==> src/common/lsu_defines.svh <==
`ifndef LSU_DEFINES_SVH
`define LSU_DEFINES_SVH

////////////////////////////////////////
// Data path
////////////////////////////////////////
`define LSU_DATA_W 32		// Word width
`define LSU_BYTES 4			// Byte lanes per word

////////////////////////////////////////
// Address space
////////////////////////////////////////
`define LSU_ADDR_W 12		// Core byte address
`define LSU_WADDR_W 10		// Word address into the memory
`define LSU_MEM_WORDS 1024	// Memory depth in words

`endif

==> src/common/lsu_pkg.sv <==
`default_nettype none

`include "lsu_defines.svh"

package lsu_pkg;

	// Access size, same codes as RISC-V funct3
	typedef enum logic [2:0] {
		MEM_B  = 3'b000,	// Signed byte
		MEM_H  = 3'b001,	// Signed halfword
		MEM_W  = 3'b010,	// Full word
		MEM_BU = 3'b100,	// Unsigned byte, loads only
		MEM_HU = 3'b101		// Unsigned halfword, loads only
	} mem_op_e;

	// One data word, split into byte lanes or halfword lanes
	// Store side places data through it, load side picks data from it
	typedef union packed {
		logic [`LSU_BYTES-1:0][7:0] bytes;		// Lane 0 is the low byte
		logic [`LSU_BYTES/2-1:0][15:0] halves;	// Lane 0 is the low half
	} lane_word_u;

endpackage

`default_nettype wire

==> src/common/lsu_rsp_if.sv <==
`timescale 1ns/1ns
`default_nettype none

`include "lsu_defines.svh"

// Raw read word plus load attributes, memory to MEM/WB stage
interface lsu_rsp_if;
	logic valid;					// Load data present
	logic [`LSU_DATA_W-1:0] rdata;	// Whole word, not yet extracted
	lsu_pkg::mem_op_e op;
	logic [1:0] byte_offset;

	modport mem (output valid, rdata, op, byte_offset);
	modport stage (input valid, rdata, op, byte_offset);
endinterface

`default_nettype wire

==> src/verilog/load_extract.sv <==
`timescale 1ns/1ns
`default_nettype none

`include "lsu_defines.svh"

module load_extract (
	input wire logic clk,
	input wire logic rst_n,
	lsu_rsp_if.stage rsp,
	output logic load_valid,
	output logic [`LSU_DATA_W-1:0] load_data
);

	lsu_pkg::lane_word_u lane;
	logic [7:0] sel_b;					// Byte picked by offset
	logic [15:0] sel_h;					// Half picked by offset bit 1
	logic [`LSU_DATA_W-1:0] ext;		// Extended result

	assign lane = rsp.rdata;
	assign sel_b = lane.bytes[rsp.byte_offset];
	assign sel_h = lane.halves[rsp.byte_offset[1]];

	////////////////////////////////////////
	// Sign or zero extension
	////////////////////////////////////////
	always_comb begin
		case (rsp.op)
			lsu_pkg::MEM_B:  ext = {{(`LSU_DATA_W-8){sel_b[7]}}, sel_b};
			lsu_pkg::MEM_BU: ext = {{(`LSU_DATA_W-8){1'b0}}, sel_b};
			lsu_pkg::MEM_H:  ext = {{(`LSU_DATA_W-16){sel_h[15]}}, sel_h};
			lsu_pkg::MEM_HU: ext = {{(`LSU_DATA_W-16){1'b0}}, sel_h};
			default:         ext = lane;	// Whole word
		endcase
	end

	// MEM/WB register
	always_ff @(posedge clk or negedge rst_n) begin
		if (!rst_n)
			load_valid <= 1'b0;
		else
			load_valid <= rsp.valid;
	end

	always_ff @(posedge clk) begin
		if (rsp.valid)
			load_data <= ext;
	end

	// Op travels two registers from the core port and must still decode
	rsp_op_defined: assert property (@(posedge clk) disable iff (!rst_n)
		rsp.valid |-> rsp.op inside {lsu_pkg::MEM_B, lsu_pkg::MEM_H, lsu_pkg::MEM_W,
			lsu_pkg::MEM_BU, lsu_pkg::MEM_HU});

endmodule

`default_nettype wire

==> src/flat_wrapper.sv <==
// flat-port wrapper written by rule: the top's interface ports become plain ports
module load_extract_flat 
  (clk, rst_n, load_valid, load_data, rsp_valid, rsp_rdata, rsp_op, rsp_byte_offset);
  lsu_rsp_if rsp_i ();
  input wire logic clk;
  input wire logic rst_n;
  output logic load_valid;
  output logic [`LSU_DATA_W-1:0] load_data;
  input wire logic [$bits(rsp_i.valid)-1:0] rsp_valid;
  input wire logic [$bits(rsp_i.rdata)-1:0] rsp_rdata;
  input wire logic [$bits(rsp_i.op)-1:0] rsp_op;
  input wire logic [$bits(rsp_i.byte_offset)-1:0] rsp_byte_offset;
  assign rsp_i.valid = rsp_valid;
  assign rsp_i.rdata = rsp_rdata;
  assign rsp_i.op = rsp_op;
  assign rsp_i.byte_offset = rsp_byte_offset;
  load_extract u_core (.clk(clk), .rst_n(rst_n), .rsp(rsp_i), .load_valid(load_valid), .load_data(load_data));
endmodule
==> config.mk <==
export PLATFORM = sky130hd
export DESIGN_NAME = load_extract_flat
export DESIGN_NICKNAME = d
export VERILOG_FILES = /design/src/common/lsu_pkg.sv /design/src/common/lsu_rsp_if.sv /design/src/verilog/load_extract.sv /design/src/flat_wrapper.sv
export VERILOG_INCLUDE_DIRS = /design/src /design/src/common
export SDC_FILE = /design/constraint.sdc
export NUM_CORES = 1
export LEC_CHECK = 0
export BUFFER_PORTS_ARGS = -buffer_cell sky130_fd_sc_hd__buf_2
export CAP_MARGIN = 20
export CORE_ASPECT_RATIO = 1.75
export CORE_MARGIN = 4
export CORE_UTILIZATION = 45
export DETAILED_ROUTE_END_ITERATION = 8
export MAX_ROUTING_LAYER = met4
export PLACE_DENSITY = 0.8
export SLEW_MARGIN = 10
export SYNTH_ARGS = -nofsm -noshare
export SYNTH_HDL_FRONTEND = slang
export SYNTH_SLANG_ARGS = --single-unit
==> constraint.sdc <==
create_clock -name clk -period 0.8 [get_ports clk]
set_input_delay 0.12 -clock clk [delete_from_list [all_inputs] [get_ports clk]]
set_output_delay 0.12 -clock clk [all_outputs]
set_load 0.005 [all_outputs]
Word level (Yosys, flattened, before mapping):

Index checks and enable logic that the tools add are counted.

* add/subtract/negate cells: 0
* multiply operators: 0
* div/mod/pow operators: 0
* order comparisons: 2
* equal/unequal tests: 3
* shifts and indexed selects: 0
* mux-type cells: 5
* bitwise gates (word level): 0
* reduce and logical (&&, ||, !) cells: 1

Operator list (number)
* one-hot mux 32 bit (4 select lines): 1
* two-way mux 16 bit: 2
* binary-select mux 8 bit (select 2 bit): 1
* two-way mux 8 bit: 1
* equality test 3 bit, second input constant: 2
* equality test 3 x 1 -> 1 bit, second input constant: 1
* logical NOT 3 bit: 1
* < comparator 2 x 3 -> 1 bit, second input constant: 1
* < comparator 1 x 2 -> 1 bit, second input constant: 1

* bits in registers: 33
* latch bits: 0
* memory bits (writable): 0
* memory bits (read-only): 0
* input port bits: 40
* output and inout bits: 33
* word-level logic and storage cells: 13
* memories: 0

Longest topological paths before layout:

Gate-level depths: netlist of run 1.

* depth after elaboration: 3
* depth in mapped cells: 6
* depth with buffers taken out: 3

Least setup slack after synthesis of run 1:

OpenSTA, ideal clock, no wires.

* path type: input port to flip-flop
* from: input port rsp_byte_offset[0]
* to: register u_core.load_data[12], data pin
* setup time: 271 ps
* arrival time: 1066 ps
* required time: 529 ps
* setup slack: -537 ps
* cell stages on the path: 5
* path buffers: 2
* path through: buf_6 -> mux2_2 -> a22oi_1 -> buf_2 -> o221ai_1

* word-level cells in the longest chain between the ends: 3

RTL lines
* from (decl): line flat_wrapper.sv:12 `input wire logic [$bits(rsp_i.byte_offset)-1:0] rsp_byte_offset;`
* binary-select mux 8 bit (select 2 bit): line load_extract.sv:20 `assign sel_b = lane.bytes[rsp.byte_offset];`
* two-way mux 8 bit (implied by the code): line load_extract.sv:20
* one-hot mux 32 bit (4 select lines): line load_extract.sv:27 `case (rsp.op)`
* named net u_core.ext[12]: line load_extract.sv:17 `` logic [`LSU_DATA_W-1:0] ext; ``
* to (signal assigned): line load_extract.sv:46 `load_data <= ext;`
* to (decl): line load_extract.sv:11 `` output logic [`LSU_DATA_W-1:0] load_data ``

The timed path passes the listed nets, and every way through them passes these cells. The select of a mux whose other input is x is not followed.
A chain may end at the register's enable or synchronous reset.

Worst setup path in the final report of run 1:

* from: input port rsp_byte_offset[0]
* to: register u_core.load_data[23], data pin

The elaborated chain is that of the path after synthesis.

==> metrics.md, run 1 <==
| Metric | Value |
|---|---|
| VDD IR max | 1290 uV |
| Site row count | 31 |
| Clk slew on worst S/H paths | around 0.070 ns |
| Power share of the sequential group | 0.433 |
| Crit share post-route | 1.43 |
| Largest net degree at the start of global routing | 33 |
| RSZ-0062 raised after global routing | yes |
| Avg Cell Area, Syn | approximately 11 um^2 |
| Final wirelength | around 5.5 mm |
| Diode count | 0 |
| First-pass GRT wire length | roughly 9 mm |
| Critical Path RT | between 0.8 and 0.9 ns |
| Hold Path Class | in -> async |
| Max-slew violations | 0 |
| Synth area leaders | edfxtp_1 51%, o211ai_2 6.6%, nand2_1 5.5% |
| Post-Syn Instances | about 170 |
| H-tree depth | 2 |
| Leak | 1.28 nW |
| Gate power share | 0.238 |
| Max-cap violations | 0 |
| Via/cell ratio | ~5.5 |
| GRT overflow | 0 |
| Worst path slowest cell | mux2_4 |
| CP Class | in -> reg |
| Share of cells above drive strength 1 | 0.581 |
| DP HPWL | roughly 3.7 mm |
| DR iter-0 viols | 66 |
| Number of distinct library cells after synthesis | 32 |
| Max Buffers Root-to-Sink | 2 |
| Final hold vios | 0 |
| Area occupied by multi-input gates | about 910 um^2 |
| Outcome | complete, but fails checks |
| Die X | around 57 um |
| Crit. End Element | flop |
| Routed Antenna Nets | 0 |
| Final Critical Period | ~1.1 ns |
| Wire per inst | between 15 and 20 um |
| Actual slew at the worst max-slew pin | just over 0.4 ns |
| Startpoint types | input port |
| Worst Path Arrival | ~1.2 ns |
| Port-buffer cells | 72 |
| Remaining DRCs | 0 |
| CP Cell Sequence | buf_8, mux2_4, a22oi_2, buf_6, buf_12, buf_16, o211ai_1 |
| Total power | 4.95 mW |
| Die H | approximately 94 um |
| FMAX | ~880 MHz |
| Vias in the first global route | between 1500 and 2000 |
| Fillers | 320 |
| Slew headroom | 0.728 |
| Worst Setup Slack, final | -0.341 ns |
| Clock root buffer | clkbuf_8 |
| Sink Count | 33 |
| Ys flop type | edfxtp_1 |
| Switching share of power | 0.245 |
| Sequential share of the synthesized area | 0.520 |
| DIE AREA | between 0.005 and 0.006 mm^2 |
| Final estimated routing congestion in global placement | between 0.8 and 0.9 |
| Final setup viols | 65 |
| Initial Utilization | 0.461 |
| Psw | around 1.2 mW |
| Post-synth top area share | 0.507 |
| EDFF count, synth | 32 |
| Drt first pass iters | 5 |
| Crit path max fanout | 5 |
| Pint | between 3 and 4 mW |
| Ys async rst share | 0.0303 |
| Storage cell area | just under 0.001 mm^2 |
| PwrDens | between 1500 and 2000 mW/mm^2 |
| Via count | ~1800 |
| P&R area growth vs syn | 51.8% |
| Syn_nets | just over 200 |
| CTS tree | done |
| Crit-path max cell delay | 0.31 ns |
| Clk pwr share | 0.329 |
| I/O pins | 73 |
| Antenna violations before repair | 0 |
| Netlist Area Pre-Place | between 0.0015 and 0.002 mm^2 |
| Final #Nets | roughly 310 |
| Total GRT Usage | 0.219 |
| Cts bufs inserted | 5 |
| Synth warn | 0 |
| #FFs+latches synth | 33 |
| Core Area | 0.00411 mm^2 |
| Violated checks | setup timing |
| Cell taking the most area after synthesis | edfxtp_1 |
| Dpl ws | -0.612 ns |
==> Yosys cell counts (2+ instances only) <==
library cell / count
o211ai_2: 10
o22a_1: 2
o221ai_1: 6
a21o_1: 4
edfxtp_1: 32
o21ai_0: 5
nand2b_1: 2
mux2i_1: 8
buf_6: 3
nor2b_1: 11
nand3_1: 6
a21oi_1: 7
nand2_1: 28
o211ai_1: 9
mux2_2: 4
clkbuf_1: 6
buf_2: 6
a22oi_1: 3
==> stage by stage <==
step	TNS, ns	util	instances	cell area (um^2)	hold slack, ns
after CTS	-11.33	0.709	323	2920	0.129
final	-11.15	0.700	321	2880	0.128
after detailed placement	-18.26	0.620	302	2550	-0.101
after global routing	-13.11	0.700	321	2880	0.143
after floorplan	-13.57	-	166	2050	-0.176
after global placement	-17.26	0.620	302	2550	-0.106
==> logic make-up (layout without fill, tap and decap cells) <==
logic type / Yosys count / in the layout / share of synthesized area
mux: 12 / 12 / 0.0660
buf+inv: 20 / 125 / 0.0673
simple gates: 52 / 53 / 0.135
flops: 33 / 33 / 0.520
compound gates: 49 / 49 / 0.212
==> state kept, by name, summed over array words and instances, names as in the netlist <==
name	cells
u_core.load_data	32
u_core.load_valid	1
==> worst max-delay path, delay by kind of cell <==
family / cells / cell delay (ns)
buffers and inverters: 4 / 0.47
muxes: 1 / 0.31
AOI/OAI and AO/OA: 2 / 0.27
==> layout by cell type (no fill, tap or decap), drive strengths merged, types with 2 or more instances in the layout <==
master	Yosys	routed
buf	12	113
edfxtp	32	32
nand2	28	28
o211ai	19	19
nor2b	11	11
mux2i	8	8
a21oi	7	7
clkbuf	6	7
o221ai	6	6
nand3	6	6
o21ai	5	5
mux2	4	4
a21o	4	4
a22oi	3	3
or2	1	2
o22a	2	2
dlygate4sd3	0	2
nand2b	2	2
inv	2	2
==> final cells by class <==
cell class | count | share of cell area
flip-flops and latches | 33 | 0.343
inverters | 2 | 0.00348
well taps | 49 | 0.0213
clock buffers | 7 | 0.0300
multi-input cells | 114 | 0.316
repair buffers | 115 | 0.276
clock inverters | 1 | 0.0104
==> power groups by stage <==
stage	Combinational, mW	Clock (mW)	Sequential, mW
floorplan	0.507	0	2.21
global placement	0.975	0	2.18
detailed placement	0.998	0	2.18
CTS	1.20	1.63	2.15
global route	1.26	1.69	2.16
finish	1.18	1.63	2.14
==> routing by layer <==
| layer | track usage | share of wire | vias to the layer above |
|---|---|---|---|
| met5 | - | 0 | - |
| li1 | - | - | 838 |
| met2 | 0.408 | 0.59 | 82 |
| met1 | 0.221 | 0.33 | 839 |
| met4 | 0.0986 | 0.020 | 0 |
| met3 | 0.0303 | 0.057 | 8 |
==> worst paths after layout <==
kind,start,endpoint
min in group clk,rsp_rdata[4],u_core.load_data[4]$_DFFE_PP_
worst min-delay path,rst_n,u_core.load_valid$_DFF_PN0_
max in group asynchronous,rst_n,u_core.load_valid$_DFF_PN0_
worst max-delay path,rsp_byte_offset[0],u_core.load_data[23]$_DFFE_PP_
==> what timing repair did <==
| action | CTS | global route |
|---|---|---|
| pin swaps | 11 | 5 |
| resized for setup | 26 | 3 |
| hold buffers | 2 | 0 |
| hold endpoints to repair | 2 | 0 |
| gates cloned | 5 | 0 |
| setup buffers | 7 | 0 |
| endpoints found under the setup margin | 65 | 65 |
(Power assumes the default switching activity.)
==> inputs of run 2 (changes only) <==
BUFFER_PORTS_ARGS = -buffer_cell sky130_fd_sc_hd__buf_4   (was -buffer_cell sky130_fd_sc_hd__buf_2)
SETUP_SLACK_MARGIN = 0.05   (was unset)
==> run 2 against run 1 <==
  * The flow still finishes with violations (setup timing)
  * Critical path depth is 1 lower
  * Sequential power hardly changed
  * Hold slack worse by 0.097 ns
  * Combinational power is 10% higher
  * Highest routed layer unchanged
  * Via count is 0.17% higher
  * Global-route usage is 2.0 points lower
  * Critical endpoint is now u_core.load_data[27]$_DFFE_PP_
  * First-iteration DRC count is 24% higher
  * Die area stayed put
==> metrics.md, run 2 (synthesized netlist as in run 1, its figures left out) <==
| Metric | Value |
|---|---|
| Crit share post-route | 1.41 (-0.0119) |
| Hold Path End | u_core.load_valid$_DFF_PN0_ |
| Met2 usage | 0.355 (-0.0534) |
| Core Area | 0.00411 mm^2 (unchanged) |
| P&R area growth vs syn | 58.9% |
| Hold Path Class | in -> reg |
| Crit. End Element | flop |
| Initial Utilization | 0.461 (unchanged) |
| Final setup viols | 64 (-1.5%) |
| GRT overflow | 0 (unchanged) |
| Via/cell ratio | 5.62 (+2.1%) |
| Die X | 57.1 um (unchanged) |
| Largest registers | u_core.load_data (32), u_core.load_valid (1) |
| Worst Path Arrival | 1.15 ns (-0.02 ns) |
| Vias in the first global route | 1655 (-7.6%) |
| GR peak layer | met2 |
| Met1 Use GR | 0.213 (-0.00793) |
| Final Critical Period | 1.13 ns (-0.00948 ns) |
| Max-slew violations | 0 (unchanged) |
| Remaining DRCs | 0 (unchanged) |
| Via count | 1770 (+0.17%) |
| Antenna violations before repair | 0 (unchanged) |
| Dpl ws | -0.599 ns (+0.0132 ns) |
| Biggest register | u_core.load_data |
| Site row count | 31 (unchanged) |
| Final wirelength | 5.51 mm (-0.51%) |
| Total GRT Usage | 0.199 (-0.0204) |
| Wire per inst | 17.5 um (+1.4%) |
| Crit path max fanout | 10 (+5) |
| Fillers | 307 (-4.1%) |
| VDD IR max | 1290 uV (-0.21%) |
| Max-cap violations | 0 (unchanged) |
| FMAX | 884 MHz (+0.84%) |
| Violated checks | setup timing |
| First-pass GRT wire length | 7.94 mm (-9.2%) |
| PwrDens | 1660 mW/mm^2 (-3.6%) |
| Die H | 93.9 um (unchanged) |
| Share of cells above drive strength 1 | 0.568 (-0.0132) |
| Final #Nets | 305 (-1.9%) |
| H-tree depth | 2 (unchanged) |
| Leak | 1.30 nW (+1.6%) |
| RSZ-0062 raised after global routing | yes |
| Hold path start | rsp_valid |
| DIE AREA | 0.00536 mm^2 (unchanged) |
| Most common cell after layout, fill and taps aside | buf_4 |
| Final hold vios | 0 (unchanged) |
| Largest register FFs | 32 (unchanged) |
| Met3 Usage GRT | 0.0248 (-0.00550) |
| Finished Cell Area | 0.00301 mm^2 (+4.7%) |
| Cts bufs inserted | 5 (unchanged) |
| Slew headroom | 0.730 (+0.00201) |
| Final Util | 0.733 (+0.0326) |
| DR iter-0 viols | 82 (+24%) |
| Port-buffer cells | 72 (unchanged) |
| Area after DPL | 0.00271 mm^2 (+6.2%) |
| DP HPWL | 3.72 mm (-0.25%) |
| Sink Count | 33 (unchanged) |
| Hold path depth | 1 |
| CTS tree | done |
| Actual slew at the worst max-slew pin | 0.404 ns (-0.00300 ns) |
| Drt first pass iters | 4 (-1) |
| Max Buffers Root-to-Sink | 2 (unchanged) |
| Clock root buffer | clkbuf_8 |
| Routed Antenna Nets | 0 (unchanged) |
| Most frequent cells in the layout | 90 x buf_4, 32 x edfxtp_1, 27 x nand2_1 |
| Largest net degree at the start of global routing | 18 (-45%) |
| Final estimated routing congestion in global placement | 0.857 (+2.4%) |
| Clk slew on worst S/H paths | 0.07 ns (about the same) |
| Worst Setup Slack, final | -0.332 ns (+0.00948 ns) |
| Outcome | complete, but fails checks |
| Critical Path RT | 0.82 ns (about the same) |
| Startpoint types | input port |
| I/O pins | 73 (unchanged) |
| CP Class | in -> reg |
| Diode count | 0 (unchanged) |
run 2: how the worst max path moves through the flow:
stage,depth (start not counted),end,start,slack [ns]
2_1_floorplan,5,u_core.load_data[16]$_DFFE_PP_,rsp_byte_offset[0],-0.48
3_3_place_gp,4,u_core.load_data[6]$_DFFE_PP_,rsp_byte_offset[1],-0.58
3_5_place_dp,5,u_core.load_data[14]$_DFFE_PP_,rsp_byte_offset[0],-0.60
4_1_cts,6,u_core.load_data[23]$_DFFE_PP_,rsp_byte_offset[0],-0.27
5_1_grt,6,u_core.load_data[21]$_DFFE_PP_,rsp_byte_offset[0],-0.36
6_report,6,u_core.load_data[27]$_DFFE_PP_,rsp_byte_offset[0],-0.33
run 2: timing repair:
| action | 4_1_cts | 5_1_grt |
|---|---|---|
| setup endpoints to repair | 65 | 65 |
| gates resized for setup | 13 | 13 |
| endpoints found under the hold margin | 1 | 0 |
| hold buffers | 1 | 0 |
| pin swaps | 11 | 3 |
| cloned | 3 | 1 |
| buffers inserted | 4 | 0 |
run 2: layer usage:
layer,vias to the layer above,wire (um),share of wire
met5,-,0,0
met4,0,172,0.031
met3,17,294,0.053
met2,82,3100,0.56
met1,844,1940,0.35
li1,827,-,-
run 2: cell type report:
cell class	count	area [um^2]	area share
clock buffer	6	72.6	0.0241
clock inverter	2	33.8	0.0112
inverter	2	10.0	0.00332
multi-input combinational	115	920	0.305
sequential	33	986	0.327
tap	49	61.3	0.0204
timing repair buffer	108	928	0.308
run 2: worst max-delay path, cell delays in order:
cell and delay [ns]:
buf_8 0.10, mux2_4 0.32, a22oi_2 0.22, buf_4 0.16, buf_12 0.13, o211ai_1 0.10
run 2: power breakdown:
group          switching (mW)  internal (mW)  total, mW
Combinational           0.560          0.737       1.30
Sequential             0.0535           2.10       2.16
Clock                   0.618          0.919       1.54
Total                    1.23           3.76       4.99
run 2: metrics by stage:
| stage | setup TNS [ns] | hold slack (ns) | total power [mW] | instances |
|---|---|---|---|---|
| after floorplan | -13.57 | -0.176 | 2.71 | 166 |
| after global placement | -17.00 | -0.105 | 3.28 | 299 |
| after detailed placement | -17.73 | -0.104 | 3.31 | 299 |
| after CTS | -10.69 | 0.0262 | 4.91 | 314 |
| after global routing | -13.03 | 0.0321 | 5.15 | 315 |
| final | -11.54 | 0.0319 | 4.99 | 315 |
